### src/design/dataframe_consts.svh
`ifndef DATAFRAME_CONSTS_SVH
`define DATAFRAME_CONSTS_SVH

// Frame line and stream beat widths
`define DF_LINE_W 16
`define DF_BEAT_W 32

// Descriptor field widths, chan_id and frame_len share the low header line
`define DF_LEN_W 12
`define DF_CHAN_W 4

`define DF_DESC_DEPTH 8
`define DF_SAMPLE_DEPTH 64

// Wishbone word addresses
`define DF_ADDR_CTRL 2'd0
`define DF_ADDR_TAG 2'd1
`define DF_ADDR_STATUS 2'd2

`endif

### src/design/dataframe_pkg.sv
`default_nettype none

`include "dataframe_consts.svh"

package dataframe_pkg;

    typedef logic [`DF_LINE_W-1:0] line_t;
    typedef logic [`DF_BEAT_W-1:0] beat_t;        // Also one sample word, two lines
    typedef logic [`DF_BEAT_W/8-1:0] keep_t;
    typedef logic [`DF_LEN_W-1:0] frame_len_t;    // Sample beats per frame
    typedef logic [`DF_CHAN_W-1:0] chan_id_t;
    typedef logic [`DF_LINE_W-1:0] seq_t;

    // One queued frame request, 48 bits
    typedef struct packed {
        seq_t       seq;
        chan_id_t   chan_id;
        frame_len_t frame_len;
        line_t      tag;
    } frame_desc_t;

    typedef struct packed {
        beat_t data;
        keep_t keep;
        logic  last;
    } axis_beat_t;

    typedef enum logic [2:0] {IDLE, HEADER, SAMPLES, FOOTER, HALT} gen_state_t;

endpackage

`default_nettype wire

### src/design/axis_out_stage.sv
`default_nettype none
`timescale 1ns/1ps

module axis_out_stage (
    input  wire                           ACLK,
    input  wire                           ARESET,
    input  wire                           in_valid,
    input  wire dataframe_pkg::axis_beat_t in_beat,
    output logic                          in_ready,
    output logic                          m_axis_tvalid,
    output dataframe_pkg::beat_t          m_axis_tdata,
    output dataframe_pkg::keep_t          m_axis_tkeep,
    output logic                          m_axis_tlast,
    input  wire                           m_axis_tready
);
    import dataframe_pkg::*;

    axis_beat_t main_beat;
    axis_beat_t skid_beat;
    logic       main_valid;
    logic       skid_valid;
    logic       in_fire;
    logic       main_free;

    assign in_ready  = !skid_valid;   // Registered, low only with both entries full
    assign in_fire   = in_valid && in_ready;
    assign main_free = !main_valid || m_axis_tready;

    always_ff @(posedge ACLK) begin
        if (ARESET) begin
            main_valid <= 1'b0;
            skid_valid <= 1'b0;
        end else if (main_free) begin
            if (skid_valid) begin
                skid_valid <= 1'b0;   // Drain skid first to keep order
            end else begin
                main_valid <= in_fire;
            end
        end else if (in_fire) begin
            skid_valid <= 1'b1;
        end
    end

    always_ff @(posedge ACLK) begin
        if (main_free) begin
            main_beat <= skid_valid ? skid_beat : in_beat;
        end else if (in_fire) begin
            skid_beat <= in_beat;
        end
    end

    assign m_axis_tvalid = main_valid;
    assign m_axis_tdata  = main_beat.data;
    assign m_axis_tkeep  = main_beat.keep;
    assign m_axis_tlast  = main_beat.last;

endmodule

`default_nettype wire

### src/design/dataframe_gen.sv
`default_nettype none
`timescale 1ns/1ps

module dataframe_gen (
    input  wire                         ACLK,
    input  wire                         ARESET,
    input  wire                         desc_empty,
    input  wire dataframe_pkg::frame_desc_t desc,
    output logic                        desc_rd,
    input  wire                         sample_empty,
    input  wire dataframe_pkg::beat_t   sample,
    output logic                        sample_rd,
    output logic                        beat_valid,
    output dataframe_pkg::axis_beat_t   beat,
    input  wire                         beat_ready,
    output logic                        gen_error
);
    import dataframe_pkg::*;

    gen_state_t state;
    gen_state_t state_nxt;
    frame_len_t beat_cnt;        // Sample beats sent in this frame
    logic       beat_fire;
    logic       last_sample;

    assign beat_fire   = beat_valid && beat_ready;
    assign last_sample = (beat_cnt == frame_len_t'(desc.frame_len - 1'b1));

    // ------------------------------------------------------------------
    // Beat offered to the output stage
    // ------------------------------------------------------------------
    always_comb begin
        beat_valid = 1'b0;
        beat.data  = '0;
        beat.keep  = '1;
        beat.last  = 1'b0;
        case (state)
            HEADER: begin
                beat_valid = 1'b1;
                // Low line chan and length, high line sequence
                beat.data  = {desc.seq, desc.chan_id, desc.frame_len};
            end
            SAMPLES: begin
                beat_valid = !sample_empty;   // Stall on an empty sample FIFO
                beat.data  = sample;
            end
            FOOTER: begin
                beat_valid = 1'b1;
                beat.data  = {line_t'('1), desc.tag};
                beat.keep  = keep_t'(2'b11);  // Only the tag line is kept
                beat.last  = 1'b1;
            end
            default: begin
                beat_valid = 1'b0;
            end
        endcase
    end

    assign sample_rd = (state == SAMPLES) && beat_fire;
    assign desc_rd   = (state == FOOTER) && beat_fire;   // Descriptor retired with footer

    // ------------------------------------------------------------------
    // FSM
    // ------------------------------------------------------------------
    always_comb begin
        state_nxt = state;
        case (state)
            IDLE: begin
                if (!desc_empty) begin
                    state_nxt = sample_empty ? HALT : HEADER;
                end
            end
            HEADER: begin
                if (beat_fire) begin
                    state_nxt = SAMPLES;
                end
            end
            SAMPLES: begin
                if (beat_fire && last_sample) begin
                    state_nxt = FOOTER;
                end
            end
            FOOTER: begin
                if (beat_fire) begin
                    state_nxt = IDLE;
                end
            end
            HALT:    state_nxt = HALT;   // Only reset leaves
            default: state_nxt = IDLE;
        endcase
    end

    always_ff @(posedge ACLK) begin
        if (ARESET) begin
            state     <= IDLE;
            beat_cnt  <= '0;
            gen_error <= 1'b0;
        end else begin
            state <= state_nxt;
            if (state == HEADER) begin
                beat_cnt <= '0;
            end else if (sample_rd) begin
                beat_cnt <= beat_cnt + 1'b1;
            end
            if ((state == IDLE) && (state_nxt == HALT)) begin
                gen_error <= 1'b1;
            end
        end
    end

    // A frame in progress keeps its descriptor at the FIFO head
    assert property (@(posedge ACLK) disable iff (ARESET)
        (state inside {HEADER, SAMPLES, FOOTER}) |-> !desc_empty)
        else $error("dataframe_gen: frame in progress without a descriptor");

    // Header and footer come from the descriptor head, samples from the FIFO head
    assert property (@(posedge ACLK) disable iff (ARESET)
        beat_valid && !beat_ready |=> beat_valid && $stable(beat))
        else $error("dataframe_gen: beat changed while stalled");

endmodule

`default_nettype wire

### src/design/dataframe_top.sv
`default_nettype none
`timescale 1ns/1ps

`include "dataframe_consts.svh"

module dataframe_top (
    input  wire                       ACLK,
    input  wire                       ARESET,
    input  wire                       wb_cyc,
    input  wire                       wb_stb,
    input  wire                       wb_we,
    input  wire  [1:0]                wb_adr,
    input  wire dataframe_pkg::beat_t wb_dat_i,
    output dataframe_pkg::beat_t      wb_dat_o,
    output logic                      wb_ack,
    input  wire                       adc_valid,
    input  wire dataframe_pkg::beat_t adc_data,
    output logic                      m_axis_tvalid,
    output dataframe_pkg::beat_t      m_axis_tdata,
    output dataframe_pkg::keep_t      m_axis_tkeep,
    output logic                      m_axis_tlast,
    input  wire                       m_axis_tready
);
    import dataframe_pkg::*;

    frame_desc_t desc_in;
    frame_desc_t desc_head;
    logic        desc_push;
    logic        desc_full;
    logic        desc_rd;
    logic        desc_empty;
    beat_t       sample_head;
    logic        sample_full;
    logic        sample_rd;
    logic        sample_empty;
    axis_beat_t  gen_beat;
    logic        gen_beat_valid;
    logic        gen_beat_ready;
    logic        gen_error;
    logic        overflow;

    // ------------------------------------------------------------------
    // Input side
    // ------------------------------------------------------------------
    frame_req_wb u_req (
        .ACLK(ACLK), .ARESET(ARESET),
        .wb_cyc(wb_cyc), .wb_stb(wb_stb), .wb_we(wb_we), .wb_adr(wb_adr),
        .wb_dat_i(wb_dat_i), .wb_dat_o(wb_dat_o), .wb_ack(wb_ack),
        .desc_push(desc_push), .desc(desc_in), .desc_full(desc_full),
        .overflow(overflow), .gen_error(gen_error)
    );

    sync_fifo #(.WIDTH($bits(frame_desc_t)), .DEPTH(`DF_DESC_DEPTH)) desc_fifo (
        .ARESET(ARESET), .ACLK(ACLK),
        .wr_en(desc_push), .wr_data(desc_in), .full(desc_full),
        .rd_en(desc_rd), .rd_data(desc_head), .empty(desc_empty)
    );

    sync_fifo #(.WIDTH(`DF_BEAT_W), .DEPTH(`DF_SAMPLE_DEPTH)) sample_fifo (
        .ARESET(ARESET), .ACLK(ACLK),
        .wr_en(adc_valid), .wr_data(adc_data), .full(sample_full),
        .rd_en(sample_rd), .rd_data(sample_head), .empty(sample_empty)
    );

    always_ff @(posedge ACLK) begin
        if (ARESET) begin
            overflow <= 1'b0;
        end else if (adc_valid && sample_full) begin
            overflow <= 1'b1;   // Sticky, the word is lost
        end
    end

    // ------------------------------------------------------------------
    // Assembler and output side
    // ------------------------------------------------------------------
    dataframe_gen u_gen (
        .ACLK(ACLK), .ARESET(ARESET),
        .desc_empty(desc_empty), .desc(desc_head), .desc_rd(desc_rd),
        .sample_empty(sample_empty), .sample(sample_head), .sample_rd(sample_rd),
        .beat_valid(gen_beat_valid), .beat(gen_beat), .beat_ready(gen_beat_ready),
        .gen_error(gen_error)
    );

    axis_out_stage u_out (
        .ACLK(ACLK), .ARESET(ARESET),
        .in_valid(gen_beat_valid), .in_beat(gen_beat), .in_ready(gen_beat_ready),
        .m_axis_tvalid(m_axis_tvalid), .m_axis_tdata(m_axis_tdata),
        .m_axis_tkeep(m_axis_tkeep), .m_axis_tlast(m_axis_tlast),
        .m_axis_tready(m_axis_tready)
    );

endmodule

`default_nettype wire

### src/design/frame_req_wb.sv
`default_nettype none
`timescale 1ns/1ps

`include "dataframe_consts.svh"

module frame_req_wb (
    input  wire                         ACLK,
    input  wire                         ARESET,
    input  wire                         wb_cyc,
    input  wire                         wb_stb,
    input  wire                         wb_we,
    input  wire  [1:0]                  wb_adr,
    input  wire dataframe_pkg::beat_t   wb_dat_i,
    output dataframe_pkg::beat_t        wb_dat_o,
    output logic                        wb_ack,
    output logic                        desc_push,
    output dataframe_pkg::frame_desc_t  desc,
    input  wire                         desc_full,
    input  wire                         overflow,
    input  wire                         gen_error
);
    import dataframe_pkg::*;

    chan_id_t   chan_q;
    frame_len_t len_q;
    line_t      tag_q;
    seq_t       seq_q;
    logic       done_q;      // Access served, wait for stb low
    logic       push_q;
    logic       desc_drop;
    logic       req;
    logic       wr_ctrl;
    logic       wr_tag;

    assign req     = wb_cyc && wb_stb && !done_q;
    assign wr_ctrl = req && wb_we && (wb_adr == `DF_ADDR_CTRL);
    assign wr_tag  = req && wb_we && (wb_adr == `DF_ADDR_TAG);

    // ------------------------------------------------------------------
    // Bus handshake and descriptor control
    // ------------------------------------------------------------------
    always_ff @(posedge ACLK) begin
        if (ARESET) begin
            wb_ack    <= 1'b0;
            done_q    <= 1'b0;
            push_q    <= 1'b0;
            seq_q     <= '0;
            desc_drop <= 1'b0;
            chan_q    <= '0;
            len_q     <= '0;
        end else begin
            wb_ack <= req;
            if (req) begin
                done_q <= 1'b1;
            end else if (!wb_stb) begin
                done_q <= 1'b0;
            end
            push_q <= wr_tag && (len_q != '0);   // Zero length never queued
            if (push_q) begin
                if (desc_full) begin
                    desc_drop <= 1'b1;
                end else begin
                    seq_q <= seq_q + 1'b1;
                end
            end
            if (wr_ctrl) begin
                chan_q <= wb_dat_i[`DF_CHAN_W+`DF_LEN_W-1:`DF_LEN_W];
                len_q  <= wb_dat_i[`DF_LEN_W-1:0];
            end
        end
    end

    always_ff @(posedge ACLK) begin
        if (wr_tag) begin
            tag_q <= wb_dat_i[`DF_LINE_W-1:0];
        end
        if (req) begin
            case (wb_adr)
                `DF_ADDR_CTRL:   wb_dat_o <= beat_t'({chan_q, len_q});
                `DF_ADDR_TAG:    wb_dat_o <= beat_t'(tag_q);
                `DF_ADDR_STATUS: wb_dat_o <= beat_t'({desc_drop, overflow, gen_error});
                default:         wb_dat_o <= '0;
            endcase
        end
    end

    assign desc_push = push_q && !desc_full;
    assign desc      = '{seq: seq_q, chan_id: chan_q, frame_len: len_q, tag: tag_q};

endmodule

`default_nettype wire

### src/design/sync_fifo.sv
`default_nettype none
`timescale 1ns/1ps

module sync_fifo #(
    parameter int WIDTH = 32,
    parameter int DEPTH = 8
) (
    input  wire              ARESET,
    input  wire              ACLK,
    input  wire              wr_en,
    input  wire  [WIDTH-1:0] wr_data,
    output logic             full,
    input  wire              rd_en,
    output logic [WIDTH-1:0] rd_data,
    output logic             empty
);

    localparam int AW = (DEPTH > 1) ? $clog2(DEPTH) : 1;

    logic [WIDTH-1:0] mem [DEPTH];
    logic [AW-1:0]    wr_ptr;
    logic [AW-1:0]    rd_ptr;
    logic [AW:0]      count;
    logic             do_wr;
    logic             do_rd;

    assign full  = (count == (AW+1)'(DEPTH));
    assign empty = (count == '0);
    assign do_wr = wr_en && !full;   // Writes into a full FIFO are lost
    assign do_rd = rd_en && !empty;

    assign rd_data = mem[rd_ptr];    // Head word visible without a pop

    always_ff @(posedge ACLK) begin
        if (do_wr) begin
            mem[wr_ptr] <= wr_data;
        end
    end

    always_ff @(posedge ACLK) begin
        if (ARESET) begin
            wr_ptr <= '0;
            rd_ptr <= '0;
            count  <= '0;
        end else begin
            if (do_wr) begin
                wr_ptr <= (wr_ptr == AW'(DEPTH-1)) ? '0 : wr_ptr + 1'b1;
            end
            if (do_rd) begin
                rd_ptr <= (rd_ptr == AW'(DEPTH-1)) ? '0 : rd_ptr + 1'b1;
            end
            count <= count + (AW+1)'(do_wr) - (AW+1)'(do_rd);
        end
    end

    assert property (@(posedge ACLK) disable iff (ARESET) rd_en |-> !empty)
        else $error("sync_fifo: pop while empty");

endmodule

`default_nettype wire

### config.mk
export PLATFORM = sky130hd
export DESIGN_NAME = dataframe_top
export DESIGN_NICKNAME = d
export VERILOG_FILES = /design/src/design/dataframe_pkg.sv /design/src/design/axis_out_stage.sv /design/src/design/dataframe_gen.sv /design/src/design/dataframe_top.sv /design/src/design/frame_req_wb.sv /design/src/design/sync_fifo.sv
export VERILOG_INCLUDE_DIRS = /design/src /design/src/design
export SDC_FILE = /design/constraint.sdc
export NUM_CORES = 2
export LEC_CHECK = 0
export ABC_AREA = 1
export BUFFER_PORTS_ARGS = -buffer_cell sky130_fd_sc_hd__buf_2
export CAP_MARGIN = 10
export CORE_MARGIN = 2
export CORE_UTILIZATION = 55
export CTS_BUF_LIST = sky130_fd_sc_hd__clkbuf_4
export DETAILED_ROUTE_END_ITERATION = 12
export PLACE_DENSITY = 0.72
export SYNTH_ARGS = -nofsm -noshare
export SYNTH_HDL_FRONTEND = slang
export SYNTH_HIERARCHICAL = 1
export SYNTH_SLANG_ARGS = --single-unit
export TNS_END_PERCENT = 10
### constraint.sdc
create_clock -name ACLK -period 6.38 [get_ports ACLK]
set_input_delay 0.319 -clock ACLK [delete_from_list [all_inputs] [get_ports ACLK]]
set_output_delay 0.319 -clock ACLK [all_outputs]
set_load 0.01 [all_outputs]
* After elaboration in Yosys (flattened, before gate mapping)
Memories as Yosys holds them, arrays and structs flattened. A register that Yosys moved wholly into a read port is not among the register bits.
Index checks and enable logic that the tools add are counted.
W data, S select, Z words.
** Storage, ports and cells
- Input bits :: 73
- Word-level logic and storage cells :: 120
- Bits in registers :: 206
- Memories :: 2
- RAM bits :: 2432
- Output and inout bits :: 71
** Memories
- sample_fifo.mem :: depth 64, width 32, rd ports 1, clocked after Yosys merged registers in 1, wr ports 1, line sync_fifo.sv:20 : logic [WIDTH-1:0] mem [DEPTH];
- desc_fifo.mem :: depth 8, width 48, rd ports 1, clocked after Yosys merged registers in 1, wr ports 1, line sync_fifo.sv:20
** Cells by class
- Add/subtract/negate cells :: 11
- Eq/ne operators :: 15
- Bitwise gates (word level) :: 3
- Reductions and logical operators :: 37
- Muxes and demuxes :: 25
** Operators by type and width (number)
- $pmux W32 S3 :: 1
- $pmux W16 S3 :: 1
- $mux W37 :: 1
- $mux W3 :: 9
- $mux W6 :: 4
- $logic_and A1 B1 Y1 :: 17
- $add A16 B1 Y16 const B :: 1
- $pmux W3 S5 :: 1
- $add A12 B1 Y12 const B :: 1
- $add A6 B1 Y6 const B :: 2
- $eq A12 B12 Y1 :: 1
- $eq A3 B3 Y1 const B :: 4
- $eq A6 B6 Y1 const B :: 2
- $reduce_bool A12 Y1 :: 1
- $sub A12 B1 Y12 const B :: 1
- $reduce_and A2 Y1 :: 4
- $add A7 B1 Y7 :: 1
- $eq A7 B7 Y1 const B :: 1
- $logic_not A1 Y1 :: 7
- $logic_not A7 Y1 :: 1
- $sub A7 B1 Y7 :: 1
- $add A3 B1 Y3 const B :: 2
- $eq A3 B2 Y1 const B :: 2
- $mux W1 :: 6
- 15 further kinds :: 19

* Longest topological paths before layout
- Depth after elaboration :: 9
- Mapped depth :: 22
- Mapped depth without buffers :: 21

* Cells and area by module
The synthesis kept the hierarchy.
** Modules (own cells, without submodules)
- sync_fifo at sample_fifo :: cells an instance 6884, sequential area each 61999.5 µm², instances 1, area an instance 83197.3 µm²
- sync_fifo at desc_fifo :: cells an instance 1757, sequential area each 11791.3 µm², instances 1, area an instance 17369.2 µm²
- frame_req_wb :: cells an instance 298, sequential area each 1681.6 µm², instances 1, area an instance 2835.2 µm²
- axis_out_stage :: cells an instance 205, sequential area each 2262.2 µm², instances 1, area an instance 2780.2 µm²
- dataframe_gen :: cells an instance 297, sequential area each 320.3 µm², instances 1, area an instance 1732.9 µm²
- dataframe_top :: cells an instance 4, sequential area each 20.0 µm², instances 1, area an instance 36.3 µm²

* Least setup slack after synthesis
No wires, ideal clock.
- Path kind :: reg-to-reg
- Start point :: register desc_fifo.count[2]
- End point :: memory desc_fifo/mem[6][0] (netlist name) (enable)
- Cell stages (with the launch flop) :: 9
- Data arrival time :: 4.500 ns
- Data required time :: 5.867 ns
- Setup time :: 0.513 ns
- Setup slack :: 1.367 ns
- Period minus slack after synthesis :: 5.013 ns
- Path buffers :: 1
- Cells stage by stage :: dfxtp_1 > inv_1 > ha_1 > nand2_1 > inv_1 > nor2_4 > nand2_1 > buf_2 > nor3_1
** On the way
- Cells in the longest elaborated chain, start to end :: 6
** Ends and longest elaborated chain
- from (decl) :: line sync_fifo.sv:23 : logic [AW:0] count;
- from (signal assigned) :: line sync_fifo.sv:52 : count <= count + (AW+1)'(do_wr) - (AW+1)'(do_rd);
- $eq A4 B4 Y1 :: line sync_fifo.sv:27 : assign full = (count == (AW+1)'(DEPTH));
- net desc_full :: line dataframe_top.sv:29 : logic desc_full;
- $logic_not A1 Y1 :: line frame_req_wb.sv:87 : assign desc_push = push_q && !desc_full;
- $logic_and A1 B1 Y1 :: line frame_req_wb.sv:87
- net desc_push :: line dataframe_top.sv:28 : logic desc_push;
- $logic_and A1 B1 Y1 :: line sync_fifo.sv:29 : assign do_wr = wr_en && !full;
- $mux W1 :: line sync_fifo.sv:35 : if (do_wr) begin
- $mux W1 (implied by the code) :: line sync_fifo.sv:36 : mem[wr_ptr] <= wr_data;
- to (decl) :: line sync_fifo.sv:20
The timed path passes the listed nets, and every way through them passes these cells.

* Worst setup path in the final report
- Start point :: register sample_fifo.count[3]
- End point :: memory sample_fifo.mem[24][8] (netlist: sample_fifo/mem[12][8]) (enable)
** On the way
- Cells in the longest elaborated chain, start to end :: 5
** Ends and longest elaborated chain (line)
- from (decl) :: sync_fifo.sv:23
- from (signal assigned) :: sync_fifo.sv:52
- $eq A7 B7 Y1 :: sync_fifo.sv:27
- $logic_not A1 Y1 :: sync_fifo.sv:29
- $logic_and A1 B1 Y1 :: sync_fifo.sv:29
- $mux W1 :: sync_fifo.sv:35
- $mux W1 (implied by the code) :: sync_fifo.sv:36
- to (decl) :: sync_fifo.sv:20
Every way passes these cells.

==> results.md <==
- Post-Syn Area: 108,000 um2
- RePlAce Congestion: 0.916
- Power Density: 281 nW/um2
- Non-Filler Instances: 13.0k
- Gr ovfl total: 0
- Die width: 447 um
- Critical path fanouts, max: 19
- Clock-pin slew on the worst setup and hold paths: 0.07 ns
- Final Hold Viols: 0
- Largest family of logic cells by synthesized area: simple AND/OR/NAND/NOR gates
- Row cnt: 162
- Met3 usage: 6.21%
- Placed inst area: 111,000 um2
- Mux cell area share after synthesis: 0%
- Vias per std cell: 5.74
- Lkg Pwr: 45.2 nW
- Synth Area in XOR/XNOR: 0.110%
- DP HPWL: 148 mm
- Fin worst setup slack: 1.94 ns
- Outcome: complete, no violations
- Die ar.: 200,000 um2
- Worst-path cell chain: inv_1 -> ha_1 -> nor3b_1 -> nand3_1 -> nand2_1 -> inv_1 -> nand4_1 -> nor2_4 -> buf_4
- Min cycle time layout: 4.44 ns
- Startpoint Class: flip-flop
- Core Footprint: 195,000 um2
- Design Area, Final: 120,000 um2
- RSZ-0062 raised after global routing: false
- TritonCTS Buffers: 655
- Sink Count: 2,631
- CTS tree: done
- First-pass GRT wire length: 428 mm
- Post-Place Cells: 11.8k
- Vias in the first global route: 72.4k
- Fmax: 225 MHz
- Share of the yosys chip area belonging to registers: 72.3%
- Kind of cell with the highest combined delay on the critical path: simple AND/OR/NAND/NOR gates
- Post-Syn Instances: 9,445
- Hold depth: 3
- Critical Path Most Common Cell: inv_1
- Reg-to-Reg Start: sample_fifo/count[3]
- Final setup fails: 0
- CTS HTree Levels: 6
- Commonest non-fill, non-tap cell in the layout: nand2_1
- Drt first pass iters: 6
- Crit path arrival time: 5.43 ns
- Met1 Use GR: 38.5%
- Wire length per cell: 22.2 um
- Hold Path Class: in2reg
- Total routed wirelength: 289 mm
- Starting Density: 55.4%
- Drc violations: 0
- Postcts setup bufs: 0
- Post-DRT Antenna Nets: 0
- CTS Root Cell: clkbuf_4
- GRT Overall Usage: 28.7%
- Synth unique cells: 45
- Yosys reg bits: 2,631
- Share of post-route cells with drive strength above 1: 13.4%
- Worst-case vdd ir drop: 0.222 mV
- Critical path's slowest cell: nor2_4
- R2R depth: 9
- Fill count: 15.1k
- Final hold slack: 0.124 ns
- Fin. max-slew vios: 0
- DR vias: 74.6k
- Setup TNS: 0 ns
- Hold path endpoint: sample_fifo/mem[63][25]
- Synth Area in Adders: 0.315%
- Global Route met2 Usage: 44.9%
- Critical R2R Capture: sample_fifo/mem[12][8]
- Post-Synth Simple-Gate Area: 21.9%
- Total power: 33.7 mW
- Complex-gate fraction of the synthesized area: 0.853%
- Area Overhead vs Synth: 11.1%
- CTS max path bufs: 4
- Die H: 447 um
- Critical path required time: 7.37 ns
- Worst stage delay on the critical path: 1.14 ns
- Rel. slew slack: 13.4%
- Period utilization: 69.5%
- Yosys warnings: 6
- Maxcap violations: 0
- Bufs and invs on worst path: 3
- Syn Area/Cell: 11.4 um2
- Nets: 10.0k
- WS Path Type: reg2reg
- Most frequent cells in the layout: nand2_1, edfxtp_1, nand3_1
- Initial antenna violation count: 8
- Clock skew: 0.134 ns
- Port buffer count: 111
- Hold Startpoint: adc_data[25]
- Later-pin clock latency in the skew report: 1.44 ns
- Pre-CTS setup slack: 2.08 ns
- End-of-flow core utilization: 61.5%
- Most Used Layer, Global Route: met2
- Flop2flop setup slack: 1.94 ns
- IO Pins: 144
- Critical Path End Type: flip-flop
- 1st-iter DRT viols: 9,728
- Largest net degree at the start of global routing: 215
- Tightest Pin Transition: 1.30 ns
-- cell usage after synthesis, drive strengths merged --
cell | n | area, um2
dfxtp | 93 | 1860
xnor2 | 5 | 43.8
nand3b | 8 | 60.1
buf | 462 | 2480
inv | 520 | 1950
o21bai | 1 | 7.51
a31oi | 3 | 18.8
a22oi | 31 | 233
o21a | 4 | 30.0
nor3 | 23 | 126
xnor3 | 1 | 22.5
nand3 | 2138 | 10700
o21ai | 64 | 320
o211ai | 3 | 22.5
xor2 | 6 | 52.6
fa | 2 | 40.0
clkbuf | 105 | 394
nor3b | 3 | 22.5
a21oi | 50 | 254
and2 | 1 | 6.26
nand4 | 20 | 140
a22o | 4 | 35.0
nor2 | 168 | 692
conb | 2 | 7.51
ha | 24 | 300
edfxtp | 2538 | 76200
and3 | 1 | 6.26
or2 | 3 | 18.8
nor4 | 3 | 18.8
nand2 | 3159 | 11900
-- layout make-up --
type                    count  area, um2  area share [%]
flip-flops and latches   2631      78100            65.1
repair buffers            369       2940            2.45
multi-input cells        5743      25600            21.4
clock buffers             941       7060            5.89
well taps                2624       3280            2.74
inverters                 520       1990            1.66
diodes                      7       17.5          0.0146
clock inverters           149        868           0.724
-- metal layers --
| layer | vias to the layer above | part of all wire [%] |
|---|---|---|
| met1 | 35811 | 38 |
| met5 | - | 0 |
| met2 | 4136 | 46 |
| li1 | 33936 | - |
| met3 | 668 | 11 |
| met4 | 0 | 4.4 |
-- sequential cells by signal (all words and copies together), names as in the netlist, 4 cells and up, named ones only --
| register | cells |
|---|---|
| desc_fifo/count | 4 |
| desc_fifo/mem | 384 |
| sample_fifo/count | 7 |
| sample_fifo/mem | 2048 |
| sample_fifo/rd_ptr | 6 |
| sample_fifo/wr_ptr | 6 |
| u_gen/beat_cnt | 12 |
| u_out/m_axis_tdata | 32 |
| u_out/m_axis_tkeep | 4 |
| u_out/skid_beat | 37 |
| u_req/chan_q | 4 |
| u_req/len_q | 12 |
| u_req/seq_q | 16 |
| u_req/tag_q | 16 |
| u_req/wb_dat_o | 16 |
-- worst reg2reg max path: cells and delay by family (launching register included) --
family / cells / cell delay, ns
adder cells (fa/ha/maj): 1 / 0.18
buffers and inverters: 3 / 0.85
flip-flops: 1 / 0.35
AND/OR/NAND/NOR: 5 / 2.63
-- report_power, final --
| part | total, mW | switching [mW] | internal [mW] |
|---|---|---|---|
| logic | 0.984 | 0.751 | 0.233 |
| clock network | 13.7 | 6.52 | 7.13 |
| registers | 19.0 | 0.0462 | 19.0 |
| total | 33.7 | 7.31 | 26.4 |
-- cells by family (layout without fill, tap and decap cells) --
group,Yosys count,after routing
DFF,2631,2631
other,2,25
buffers and inverters,1087,1979
adders and majority gates,26,26
xor gates and xnor gates,12,12
AOI/OAI and AO/OA,160,160
and+or+nand+nor,5527,5527
-- worst max-delay path by stage --
| stage | start | end | slack, ns | cells after the start |
|---|---|---|---|---|
| 4_1_cts | sample_fifo/count[3] | sample_fifo/mem[38][30] | 2.03 | 9 |
| 6_report | sample_fifo/count[3] | sample_fifo/mem[12][8] | 1.94 | 9 |
| 3_3_place_gp | sample_fifo/count[2] | sample_fifo/mem[52][20] | 2.15 | 9 |
| 5_1_grt | sample_fifo/count[2] | sample_fifo/mem[12][8] | 1.78 | 9 |
| 3_5_place_dp | sample_fifo/count[3] | sample_fifo/mem[52][18] | 2.08 | 9 |
| 2_1_floorplan | desc_fifo/count[2] | desc_fifo/mem[6][0] | 1.37 | 8 |
-- repair_timing --
item | 4_1_cts | 5_1_grt
resized for setup | 0 | 0
hold buffers | 83 | 0
endpoints found under the hold margin | 2260 | 0
(Power assumes the default switching activity.)
